### src/logic/display_ctrl_pkg.sv
// Control encodings for the LED display: host frame opcodes and the frame latch states.
package display_ctrl_pkg;

	// Opcode carried in every host frame.
	typedef enum logic [1:0] {
		OP_FRAME = 2'd0, // Replace bitmap and level.
		OP_LEVEL = 2'd1  // Replace level, keep bitmap.
	} frame_op_e;

	// Pending-frame holder of the frame latch.
	typedef enum logic {
		LATCH_EMPTY = 1'b0, // Ready for a host write.
		LATCH_FULL  = 1'b1  // Frame waits for the pass boundary.
	} latch_state_e;

endpackage
### src/logic/display_geom_pkg.sv
// Geometry of the twelve-pixel charlieplexed array and the structs for host frames and pin drives.
package display_geom_pkg;

	localparam int PIXELCOUNT = 12; // Pixels in the array.
	localparam int PINCOUNT   = 4;  // Tristate pins, PINCOUNT*(PINCOUNT-1) pixels.
	localparam int INDEX_BITS = 4;  // Pixel index width.
	localparam int LEVEL_BITS = 3;  // Brightness level width.
	localparam int PIN_BITS   = 2;  // Pin number width.

	// Index of the last pixel in a pass.
	localparam logic [INDEX_BITS-1:0] LAST_PIXEL = INDEX_BITS'(PIXELCOUNT - 1);
	// Pixels sharing one high pin.
	localparam logic [INDEX_BITS-1:0] GROUP_SIZE = INDEX_BITS'(PINCOUNT - 1);
	localparam logic [LEVEL_BITS-1:0] LEVEL_FULL = '1;                // Always lit.
	localparam logic [LEVEL_BITS-1:0] PASS_LAST  = LEVEL_FULL - 1'b1; // Modulo-7 pass count.
	// Single pin mask, shifted to the pin in use.
	localparam logic [PINCOUNT-1:0]   PIN_ONE    = {{(PINCOUNT - 1){1'b0}}, 1'b1};

	// Host frame; bit 0 of pixels is pixel 0.
	typedef struct packed {
		display_ctrl_pkg::frame_op_e  op;
		logic [PIXELCOUNT-1:0]        pixels;
		logic [LEVEL_BITS-1:0]        level;
	} frame_t;

	// Drive for the pins; en=0 means tristate.
	typedef struct packed {
		logic [PINCOUNT-1:0] en;    // Pin is driven.
		logic [PINCOUNT-1:0] value; // 1=VCC, 0=GND when driven.
	} pin_drive_t;

endpackage

### src/logic/charlieplex_top.sv
// Top level of the charlieplexed display; connects frame latch, scanner, modulator and pin decoder.
`timescale 1ns/1ps

module charlieplex_top #(
	parameter int DWELL = 1 // Cycles per pixel, passed to the scanner.
) (
	input  logic                         pixelclock,
	input  logic                         rst,
	input  logic                         enable,
	input  logic                         in_valid,
	output logic                         in_ready,
	input  display_geom_pkg::frame_t     in_frame,
	output display_geom_pkg::pin_drive_t pins
);

	logic [display_geom_pkg::PIXELCOUNT-1:0] shown_pixels; // Image on display.
	logic [display_geom_pkg::LEVEL_BITS-1:0] shown_level;
	logic [display_geom_pkg::INDEX_BITS-1:0] pixel_index; // Pixel being scanned.
	logic                                    pixel_lit;
	logic                                    pass_end; // Last cycle of a pass.
	logic                                    pass_lit; // Pass gated on by brightness.

	// Host frame holder, swaps at pass ends.
	frame_latch u_frame_latch (
		.pixelclock   (pixelclock),
		.rst          (rst),
		.in_valid     (in_valid),
		.in_ready     (in_ready),
		.in_frame     (in_frame),
		.pass_end     (pass_end),
		.shown_pixels (shown_pixels),
		.shown_level  (shown_level)
	);

	// Pixel walk.
	scan_counter #(
		.DWELL (DWELL)
	) u_scan_counter (
		.pixelclock   (pixelclock),
		.rst          (rst),
		.shown_pixels (shown_pixels),
		.pixel_index  (pixel_index),
		.pixel_lit    (pixel_lit),
		.pass_end     (pass_end)
	);

	// Pass gating by level.
	brightness_pwm u_brightness_pwm (
		.pixelclock  (pixelclock),
		.rst         (rst),
		.shown_level (shown_level),
		.pass_end    (pass_end),
		.pass_lit    (pass_lit)
	);

	// Pin drive register.
	charlieplexer u_charlieplexer (
		.pixelclock  (pixelclock),
		.rst         (rst),
		.pixel_index (pixel_index),
		.pixel_lit   (pixel_lit),
		.pass_lit    (pass_lit),
		.enable      (enable),
		.pins        (pins)
	);

endmodule

### src/logic/charlieplexer.sv
// Decodes the pixel index into one high pin and one low pin and registers the pin drive.
`timescale 1ns/1ps

module charlieplexer (
	input  logic                                    pixelclock,
	input  logic                                    rst,
	input  logic [display_geom_pkg::INDEX_BITS-1:0] pixel_index,
	input  logic                                    pixel_lit,
	input  logic                                    pass_lit,
	input  logic                                    enable,
	output display_geom_pkg::pin_drive_t            pins
);

	logic                                    lit; // All three lit conditions.
	logic [display_geom_pkg::INDEX_BITS-1:0] group; // Index div 3, the high pin.
	logic [display_geom_pkg::INDEX_BITS-1:0] slot; // Index mod 3.
	logic [display_geom_pkg::INDEX_BITS-1:0] low_sel; // Slot skipping the high pin.
	logic [display_geom_pkg::PIN_BITS-1:0]   pin_hi;
	logic [display_geom_pkg::PIN_BITS-1:0]   pin_lo;
	logic [display_geom_pkg::PINCOUNT-1:0]   hi_mask; // One-hot high pin.
	logic [display_geom_pkg::PINCOUNT-1:0]   lo_mask; // One-hot low pin.
	display_geom_pkg::pin_drive_t            drive_next;

	assign lit = pixel_lit && pass_lit && enable;

	// Pixel i: high pin i/3, low pin from the remaining three.
	assign group   = pixel_index / display_geom_pkg::GROUP_SIZE;
	assign slot    = pixel_index % display_geom_pkg::GROUP_SIZE;
	assign low_sel = (slot < group) ? slot : slot + 1'b1; // Step over the high pin.
	assign pin_hi  = group[display_geom_pkg::PIN_BITS-1:0];
	assign pin_lo  = low_sel[display_geom_pkg::PIN_BITS-1:0];

	assign hi_mask = display_geom_pkg::PIN_ONE << pin_hi;
	assign lo_mask = display_geom_pkg::PIN_ONE << pin_lo;

	// Off pixels tristate every pin.
	always_comb begin
		drive_next.en    = '0;
		drive_next.value = '0;
		if (lit) begin
			drive_next.en    = hi_mask | lo_mask;
			drive_next.value = hi_mask; // Low pin driven to GND.
		end
	end

	// Pins lag the index by one cycle.
	always_ff @(posedge pixelclock) begin
		if (rst) begin
			pins <= '0;
		end else begin
			pins <= drive_next;
		end
	end

	// A lit LED needs a pin pair, never a single or third pin.
	a_en_pair: assert property (@(posedge pixelclock) disable iff (rst)
		($countones(pins.en) == 0) || ($countones(pins.en) == 2));

	// Exactly one driven pin sources the current.
	a_one_high: assert property (@(posedge pixelclock) disable iff (rst)
		(pins.en != '0) |-> $onehot(pins.en & pins.value));

endmodule

### src/logic/brightness_pwm.sv
// Gates whole scan passes by brightness level with a modulo-7 pass counter.
`timescale 1ns/1ps

module brightness_pwm (
	input  logic                                    pixelclock,
	input  logic                                    rst,
	input  logic [display_geom_pkg::LEVEL_BITS-1:0] shown_level,
	input  logic                                    pass_end,
	output logic                                    pass_lit
);

	logic [display_geom_pkg::LEVEL_BITS-1:0] pass_count; // 0..6, one step per pass.
	logic                                    count_wrap; // Last pass of the cycle.

	assign count_wrap = (pass_count == display_geom_pkg::PASS_LAST);

	// Advances only at pass boundaries, so a pass is lit or dark as a whole.
	always_ff @(posedge pixelclock) begin
		if (rst) begin
			pass_count <= '0;
		end else if (pass_end) begin
			if (count_wrap) begin
				pass_count <= '0;
			end else begin
				pass_count <= pass_count + 1'b1;
			end
		end
	end

	// Level L lights L of 7 passes; full level lights all.
	assign pass_lit = (shown_level == display_geom_pkg::LEVEL_FULL) ||
		(pass_count < shown_level);

endmodule

### src/logic/scan_counter.sv
// Walks the pixel index with a dwell count, shifts the shown bitmap and flags each pass end.
`timescale 1ns/1ps

module scan_counter #(
	parameter int DWELL = 1 // Cycles each pixel is held.
) (
	input  logic                                    pixelclock,
	input  logic                                    rst,
	input  logic [display_geom_pkg::PIXELCOUNT-1:0] shown_pixels,
	output logic [display_geom_pkg::INDEX_BITS-1:0] pixel_index,
	output logic                                    pixel_lit,
	output logic                                    pass_end
);

	localparam int DWELL_BITS = (DWELL > 1) ? $clog2(DWELL) : 1; // At least one bit.
	localparam logic [DWELL_BITS-1:0] DWELL_LAST = DWELL_BITS'(DWELL - 1);

	logic [DWELL_BITS-1:0]                   dwell_count; // Cycles spent on this pixel.
	logic [display_geom_pkg::PIXELCOUNT-1:0] shift_pixels; // Bitmap, pixel in use at bit 0.
	logic                                    dwell_done; // Last cycle of this pixel.
	logic                                    first_pixel; // Index 0 of a pass.

	assign dwell_done  = (dwell_count == DWELL_LAST);
	assign first_pixel = (pixel_index == '0);
	assign pass_end    = dwell_done && (pixel_index == display_geom_pkg::LAST_PIXEL);

	// Pixel 0 is read live so a swap at the boundary shows from the first pixel on.
	assign pixel_lit = first_pixel ? shown_pixels[0] : shift_pixels[0];

	// Dwell counter, wraps on every pixel.
	always_ff @(posedge pixelclock) begin
		if (rst) begin
			dwell_count <= '0;
		end else if (dwell_done) begin
			dwell_count <= '0;
		end else begin
			dwell_count <= dwell_count + 1'b1;
		end
	end

	// Index and bitmap copy step together.
	always_ff @(posedge pixelclock) begin
		if (rst) begin
			pixel_index  <= '0;
			shift_pixels <= '0;
		end else if (dwell_done) begin
			if (pass_end) begin
				pixel_index <= '0; // Wrap to start of next pass.
			end else begin
				pixel_index <= pixel_index + 1'b1;
			end
			if (first_pixel) begin
				shift_pixels <= shown_pixels >> 1; // Reload, pixel 1 next.
			end else begin
				shift_pixels <= shift_pixels >> 1;
			end
		end
	end

	// Index never leaves the array.
	a_index_range: assert property (@(posedge pixelclock) disable iff (rst)
		pixel_index < display_geom_pkg::LAST_PIXEL + 1'b1);

endmodule

### src/logic/frame_latch.sv
// Holds one host frame from the valid/ready port and swaps it into the shown image at a pass end.
`timescale 1ns/1ps

module frame_latch (
	input  logic                                    pixelclock,
	input  logic                                    rst,
	input  logic                                    in_valid,
	output logic                                    in_ready,
	input  display_geom_pkg::frame_t                in_frame,
	input  logic                                    pass_end,
	output logic [display_geom_pkg::PIXELCOUNT-1:0] shown_pixels,
	output logic [display_geom_pkg::LEVEL_BITS-1:0] shown_level
);

	display_ctrl_pkg::latch_state_e state; // Pending slot occupancy.
	display_geom_pkg::frame_t       pending; // Frame waiting for the boundary.
	logic                           take; // Host transfer this cycle.
	logic                           swap; // Apply pending frame this cycle.

	assign in_ready = (state == display_ctrl_pkg::LATCH_EMPTY); // Only an empty slot accepts.
	assign take     = in_valid && in_ready;
	assign swap     = (state == display_ctrl_pkg::LATCH_FULL) && pass_end; // Last cycle of pass.

	// Two-state slot control.
	always_ff @(posedge pixelclock) begin
		if (rst) begin
			state <= display_ctrl_pkg::LATCH_EMPTY;
		end else if (take) begin
			state <= display_ctrl_pkg::LATCH_FULL; // Busy from the next cycle.
		end else if (swap) begin
			state <= display_ctrl_pkg::LATCH_EMPTY; // Ready again with the new image.
		end
	end

	// Payload capture, only written on a transfer.
	always_ff @(posedge pixelclock) begin
		if (take) begin
			pending <= in_frame;
		end
	end

	// Shown image changes only between passes, never torn.
	always_ff @(posedge pixelclock) begin
		if (rst) begin
			shown_pixels <= '0;
			shown_level  <= '0; // Dark after reset.
		end else if (swap) begin
			shown_level <= pending.level; // Both opcodes carry a level.
			if (pending.op == display_ctrl_pkg::OP_FRAME) begin
				shown_pixels <= pending.pixels; // OP_LEVEL keeps the bitmap.
			end
		end
	end

	// Host port reopens only on the cycle after a pass end.
	a_ready_after_pass_end: assert property (@(posedge pixelclock) disable iff (rst)
		$rose(in_ready) |-> $past(pass_end));

	// The waiting frame is not overwritten before it is shown.
	a_pending_stable: assert property (@(posedge pixelclock) disable iff (rst)
		(state == display_ctrl_pkg::LATCH_FULL) |=> $stable(pending));

endmodule

### config.mk
export PLATFORM = sky130hd
export DESIGN_NAME = charlieplex_top
export DESIGN_NICKNAME = d
export VERILOG_FILES = /design/src/logic/display_ctrl_pkg.sv /design/src/logic/display_geom_pkg.sv /design/src/logic/charlieplex_top.sv /design/src/logic/charlieplexer.sv /design/src/logic/brightness_pwm.sv /design/src/logic/scan_counter.sv /design/src/logic/frame_latch.sv
export SDC_FILE = /design/constraint.sdc
export NUM_CORES = 1
export LEC_CHECK = 0
export ABC_CLOCK_PERIOD_IN_PS = 4400
export BUFFER_PORTS_ARGS = -buffer_cell sky130_fd_sc_hd__buf_2
export CAP_MARGIN = 20
export CORE_UTILIZATION = 40
export CTS_BUF_LIST = sky130_fd_sc_hd__clkbuf_8
export DETAILED_ROUTE_END_ITERATION = 8
export GPL_TIMING_DRIVEN = 0
export HOLD_SLACK_MARGIN = 0.03
export SYNTH_ARGS = -nofsm -noshare
export SYNTH_HDL_FRONTEND = slang
export SYNTH_SLANG_ARGS = --single-unit
### constraint.sdc
create_clock -name pixelclock -period 4.4 [get_ports pixelclock]
set_clock_uncertainty 0.2 [all_clocks]
set_input_delay 0.22 -clock pixelclock [delete_from_list [all_inputs] [get_ports pixelclock]]
set_output_delay 0.22 -clock pixelclock [all_outputs]
set_load 0.05 [all_outputs]
After elaboration in Yosys (flattened, before gate mapping)
Cells that the tools add are included.
W data, S select, Z words.
{ "totals": {"elab_cells": 48, "output_inout_bits": 9, "in_bits": 21, "reg_bits": 61} }
{ "classes": {"div_mod_pow": 2, "mux": 7, "n_lt_le_gt_ge": 2, "eq_ne": 3, "addsub": 4, "reduce_logical": 12, "bitwise": 4, "n_shift": 2} }
{ "ops": {"columns": ["cell", "n"], "rows": [
  ["$mux W11", 1],
  ["$shl A1 B2 Y4 const A", 2],
  ["$eq A3 B3 Y1 const B", 2],
  ["$logic_and A1 B1 Y1", 5],
  ["$add A4 B1 Y4 const B", 1],
  ["$div A4 B2 Y4 const B", 1],
  ["$eq A4 B4 Y1 const B", 1],
  ["$logic_not A4 Y1", 1],
  ["$lt A4 B4 Y1", 1],
  ["$mod A4 B2 Y4 const B", 1],
  ["$mux W4", 1],
  ["$or A4 B4 Y4", 1],
  ["$reduce_or A2 Y1", 2],
  ["$add A3 B1 Y3 const B", 1],
  ["$lt A3 B3 Y1", 1],
  ["$mux W1", 3],
  ["$mux W3", 1],
  ["$not A1 Y1", 3],
  ["$add A2 B1 Y2 const B", 1],
  ["$logic_not A2 Y1", 1],
  ["$mux W2", 1],
  ["$reduce_and A2 Y1", 1],
  ["$reduce_bool A2 Y1", 1],
  ["$add A1 B1 Y1 const B", 1],
  ["$logic_or A1 B1 Y1", 1]
]} }

Longest topological paths before layout
{ "logic_depth": {"depth_word": 6, "depth_mapped": 14, "mapped_depth_nobuf": 14} }

By module
Synthesis repeated with hierarchy kept, for this count alone.
{ "unflattened": {"cells_unflattened": 294, "hier_area_um2": 2951.6} }
{ "modules_own_cells": {"columns": ["mod", "cells_per_inst", "area_per_inst_um2", "seq_area_each_um2", "instances"], "rows": [
  ["frame_latch", 89, 1246.2, 830.8, 1],
  ["scan_counter", 87, 779.5, 320.3, 1],
  ["charlieplexer", 95, 745.7, 160.2, 1],
  ["brightness_pwm", 23, 180.2, 60.1, 1]
]} }

Least setup slack after synthesis
No wires, ideal clock.
{ "synth_timing": {"path_kind": "flip-flop to flip-flop", "from": "register u_scan_counter.pixel_index[2] in the netlist's numbering", "to": "register u_charlieplexer.pins[4] (netlist name)", "setup_time_ps": 127, "arrival_time_ps": 3415, "path_buffers": 0, "setup_slack_ps": 658, "t_required_ps": 4073, "synth_period_minus_slack_ps": 3742, "stages_incl_launch_ff": 15, "path_cell_list": "dfxtp_1 nor2b_1 ha_1 a211oi_4 xnor2_1 ha_1 nor2_2 mux2i_4 inv_2 ha_1 nor2b_1 o21ai_0 o311a_1 a211oi_1 or3_1"} }
{ "synth_between": {"elab_chain_cells": 6, "word_cells_on_any_way": 14, "classes_between": "add/sub: 1; div: 2; order compare: 1; shift: 2; mux: 2; bitwise: 2; reduce/logical: 4"} }
{ "synth_rtl": {"columns": ["item", "line_no", "source"], "rows": [
  ["start: declaration", "scan_counter.sv:10", "output logic [display_geom_pkg::INDEX_BITS-1:0] pixel_index,"],
  ["start signal: assignment", "scan_counter.sv:50", "pixel_index <= pixel_index + 1'b1;"],
  ["branches (longest 6 deep; another with $mod A4 B2 Y4)", null, null]
]} }
Parallel ways; which one is timed is not known.
A chain may end at the register's enable or synchronous reset.

Final worst setup path
{ "layout_timing": {"from": "register u_scan_counter.pixel_index[2] in the netlist's numbering", "to": "register u_charlieplexer.pins[6] (netlist name)"} }
{ "layout_between": {"elab_chain_cells": 6, "word_cells_on_any_way": 14, "classes_between": "add/sub: 1; div: 2; order compare: 1; shift: 2; mux: 2; bitwise: 2; reduce/logical: 4"} }
{ "layout_rtl": {"columns": ["item"], "rows": [
  ["branches (longest 6 deep; another with $mod A4 B2 Y4)"]
]} }
Parallel ways; which one is timed is not known.

==> impl_table.tex <==
\begin{tabular}{lr}
\hline
Metric & Value \\
\hline
\multicolumn{2}{l}{\textbf{Global route}} \\
\quad Global route overflow & 0 \\
\quad Global-route wire length before repair & 7431 µm \\
\quad Number of global-route vias before repair & 1676 \\
\quad Total GRT Usage & 0.1505 \\
\quad Number of antenna violations at the first check in global routing & 0 \\
\quad Largest net degree at the start of global routing & 14 \\
\multicolumn{2}{l}{\textbf{Clock network}} \\
\quad Number of clock sinks & 60 \\
\quad Level count of the clock H-tree & 3 \\
\quad Number of buffers on the longest clock path & 2 \\
\quad Clock Latency Late Sink & 0.33 ns \\
\quad CTS tree & done \\
\quad Total setup buffers inserted after CTS & 0 \\
\quad Clock tree root driver cell & sky130\_fd\_sc\_hd\_\_clkbuf\_8 \\
\quad Clock transition at the registers of the reported paths & 0.06 ns \\
\quad Cts bufs inserted & 9 \\
\multicolumn{2}{l}{\textbf{Timing}} \\
\quad Crit share post-route & 0.9278 \\
\quad Final number of hold-violating endpoints & 0 \\
\quad Worst Hold Slack & 0.1133 ns \\
\quad Measured slew at the worst slew-check pin & 0.6781 ns \\
\quad F\_max & 0.2450 GHz \\
\quad RSZ-0062 raised after global routing & no \\
\quad Min Tclk post-route & 4.082 ns \\
\quad Worst relative slew slack & 0.5479 \\
\quad Final number of setup-violating endpoints & 0 \\
\quad Setup Total Neg Slack & 0 ns \\
\quad Total count of max-transition violations in the final report & 0 \\
\multicolumn{2}{l}{\textbf{Setup path}} \\
\quad Setup Crit Path Kind & register to register \\
\quad Highest net fanout along the worst path & 8 \\
\quad Startpoint Class & register \\
\quad CP endpoint kind & register \\
\quad Critical path data required time & 4.41 ns \\
\quad Critical Path AT & 4.09 ns \\
\multicolumn{2}{l}{\textbf{Power}} \\
\quad Flop pwr share & 0.551 \\
\quad Worst VDD drop & 211.0 µV \\
\quad Static leakage & 1.304 nW \\
\quad Fraction of power spent switching nets & 0.2360 \\
\quad Net switching power figure & 251.6 µW \\
\quad Clock power frac & 0.374 \\
\quad Internal power consumption & 814.4 µW \\
\quad Fraction of power consumed by combinational cells & 0.075 \\
\quad Cell area power density & 338.1 nW/µm² \\
\multicolumn{2}{l}{\textbf{Layout}} \\
\quad Net count of the finished layout & 352 \\
\quad Diodes inserted & 0 \\
\quad Fraction of final layout cells with drive strength greater than 1 & 0.1503 \\
\quad Area growth from synthesis to final layout & 22.69\% \\
\multicolumn{2}{l}{\textbf{Die}} \\
\quad Cell row count & 28 \\
\quad Core region area & 6061 µm² \\
\quad Die width & 82.16 µm \\
\quad Die Area & 6749 µm² \\
\quad Starting density of the core & 0.4240 \\
\quad Chip height & 82.16 µm \\
\quad IO Count & 30 \\
\multicolumn{2}{l}{\textbf{Synthesis}} \\
\quad Syn\_area\_per\_cell & 9.772 µm² \\
\quad Area of the mapped netlist & 2570 µm² \\
\quad Most instantiated flip-flop cell in the synthesis netlist & sky130\_fd\_sc\_hd\_\_dfxtp\_1 \\
\quad Cell types occupying the most area after synthesis & sky130\_fd\_sc\_hd\_\_dfxtp\_1, sky130\_fd\_sc\_hd\_\_edfxtp\_1, sky130\_fd\_sc\_hd\_\_a21oi\_1 \\
\quad Number of different library cells in the post-synthesis netlist & 41 \\
\quad Fraction of the yosys area taken by sequential cells & 0.5336 \\
\quad Number of nets in the synthesized netlist & 294 \\
\quad Number of standard cells after synthesis & 263 \\
\quad Ys Warns & 0 \\
\quad Area fraction of the dominant cell type after synthesis & 0.3350 \\
\quad Cell accounting for the most synthesized area & sky130\_fd\_sc\_hd\_\_dfxtp\_1 \\
\quad Flops \& latches, synth & 60 \\
\quad Proportion of register bits with asynchronous set or reset after synthesis & 0 \\
\quad Number of synthesized flops with an enable pin & 17 \\
\multicolumn{2}{l}{\textbf{Placement}} \\
\quad IO Port Bufs & 28 \\
\quad Routability congestion estimate from global placement & 0.7725 \\
\quad Placed wire-length estimate after detailed placement & 3118 µm \\
\multicolumn{2}{l}{\textbf{Route}} \\
\quad Total iterations of the first detailed-routing run & 4 \\
\quad Overall routed net length & 4484 µm \\
\quad Routed len/inst & 11.18 µm \\
\quad Vias per inst & 4.815 \\
\quad Detailed-route DRC error count & 0 \\
\quad Routed via count & 1931 \\
\quad Number of nets with antenna violations after routing & 0 \\
\quad Iteration-0 DRC count of the detailed router & 53 \\
\multicolumn{2}{l}{\textbf{Flow run}} \\
\quad Number of violations of the max-capacitance limit & 0 \\
\multicolumn{2}{l}{\textbf{Run status}} \\
\quad Status & completed \\
\multicolumn{2}{l}{\textbf{Worst hold path}} \\
\quad HP Class & input port to register \\
\hline
\end{tabular}
-- registers in the layout (all words and copies together), names as in the netlist --
register / cells
u_brightness_pwm.pass_count: 3
u_frame_latch.shown_level: 3
u_scan_counter.pixel_index: 4
u_scan_counter.dwell_count: 1
u_charlieplexer.pins: 8
u_frame_latch.pending: 17
u_frame_latch.shown_pixels: 12
u_frame_latch.state: 1
u_scan_counter.shift_pixels: 11
-- cells by family after synthesis --
logic type | after synthesis | synth area share
buf+inv | 21 | 0.03067
mux | 16 | 0.06767
compound gates | 52 | 0.1305
fa+ha+maj | 10 | 0.04869
xor+xnor | 2 | 0.006817
flops | 60 | 0.5336
simple gates | 101 | 0.1806
other cells | 1 | 0.001459
-- repair_timing --
| item | 4_1_cts | 5_1_grt |
|---|---|---|
| hold buffers | 18 | 0 |
| resized for setup | 0 | 1 |
| setup endpoints to repair | 0 | 2 |
| endpoints found under the hold margin | 18 | 0 |
-- worst max-delay path, cell delays in order (launching register included) --
cell and delay, ns:
sky130_fd_sc_hd__dfxtp_1 0.46, sky130_fd_sc_hd__nor2b_1 0.33, sky130_fd_sc_hd__ha_1 0.37, sky130_fd_sc_hd__a211oi_4 0.10, sky130_fd_sc_hd__xnor2_1 0.20, sky130_fd_sc_hd__ha_1 0.26
sky130_fd_sc_hd__nor2_2 0.26, sky130_fd_sc_hd__mux2i_4 0.34, sky130_fd_sc_hd__inv_2 0.09, sky130_fd_sc_hd__ha_1 0.27, sky130_fd_sc_hd__nor2b_1 0.13, sky130_fd_sc_hd__o21ai_0 0.25
sky130_fd_sc_hd__o311a_1 0.29, sky130_fd_sc_hd__a211oi_1 0.09, sky130_fd_sc_hd__or3_1 0.35
-- power groups by stage --
stage / clock network (mW) / logic, mW / registers, mW
global route: 0.437 / 0.0890 / 0.588
floorplan: 0 / 0.0494 / 0.598
global placement: 0 / 0.0666 / 0.599
CTS: 0.410 / 0.0806 / 0.587
detailed placement: 0 / 0.0682 / 0.599
finish: 0.399 / 0.0798 / 0.587
-- stage by stage --
stage / area (µm²) / std cells / total power [mW] / utilization / setup WS [ns]
2_1_floorplan: 2570 / 263 / 0.6471 / - / 0.6580
3_3_place_gp: 2804 / 366 / 0.6658 / 0.4626 / 0.3171
3_5_place_dp: 2811 / 367 / 0.6674 / 0.4639 / 0.2908
4_1_cts: 3152 / 401 / 1.078 / 0.5200 / 0.2821
5_1_grt: 3153 / 401 / 1.114 / 0.5202 / 0.02599
6_report: 3153 / 401 / 1.066 / 0.5202 / 0.3177
-- Yosys cell counts, drive strengths merged (2+ instances only) --
master / n
nand2: 35
o211a: 2
and3: 3
ha: 10
or3: 5
o21ai: 5
nor2b: 6
nand3: 4
a211oi: 6
a31oi: 2
nor2: 30
and2: 2
nor3b: 2
nor3: 6
dfxtp: 43
mux2i: 15
a21oi: 29
inv: 9
nor4: 4
nand2b: 2
edfxtp: 17
clkbuf: 12
-- routing by layer --
metal	vias to the layer above	track usage	share of wire
li1	1036	-	-
met1	844	0.1831	0.48
met2	43	0.2438	0.47
met3	8	0.03956	0.036
met4	0	0.07895	0.022
met5	-	0	0
-- cells in the final DEF (no fill, tap or decap), types with 6 or more instances in the layout --
cell / n
sky130_fd_sc_hd__nor3_1: 6
sky130_fd_sc_hd__clkbuf_8: 9
sky130_fd_sc_hd__dlygate4sd3_1: 18
sky130_fd_sc_hd__mux2i_1: 14
sky130_fd_sc_hd__inv_1: 9
sky130_fd_sc_hd__nand2_1: 35
sky130_fd_sc_hd__clkbuf_1: 12
sky130_fd_sc_hd__a21oi_1: 29
sky130_fd_sc_hd__nor2b_1: 6
sky130_fd_sc_hd__buf_2: 28
sky130_fd_sc_hd__nor2_1: 29
sky130_fd_sc_hd__ha_1: 10
sky130_fd_sc_hd__edfxtp_1: 17
sky130_fd_sc_hd__dfxtp_1: 42
-- path summary, 6_finish.rpt --
check,start,end,slack [ns],depth (start not counted)
setup reg to reg,u_scan_counter.pixel_index[2]$_SDFFE_PP0N_,u_charlieplexer.pins[6]$_SDFF_PP0_,0.32,14
setup / recovery,u_scan_counter.pixel_index[2]$_SDFFE_PP0N_,u_charlieplexer.pins[6]$_SDFF_PP0_,0.32,14
hold reg to reg,u_frame_latch.shown_pixels[9]$_SDFFE_PP0P_,u_frame_latch.shown_pixels[9]$_SDFFE_PP0P_,0.25,2
hold / removal,rst,u_brightness_pwm.pass_count[2]$_SDFFE_PP0P_,0.11,2
-- layout make-up --
class / instances / area (µm²)
Inverter: 9 / 33.78
Fill cell: 567 / 2908
Clock buffer: 9 / 123.9
Timing Repair Buffer: 47 / 327.8
Tap cell: 75 / 93.84
Buffer: 12 / 45.04
Sequential cell: 60 / 1373
Clock inverter: 7 / 36.28
Multi-Input combinational cell: 182 / 1120
Note: power is estimated with default switching activity, not from simulation.
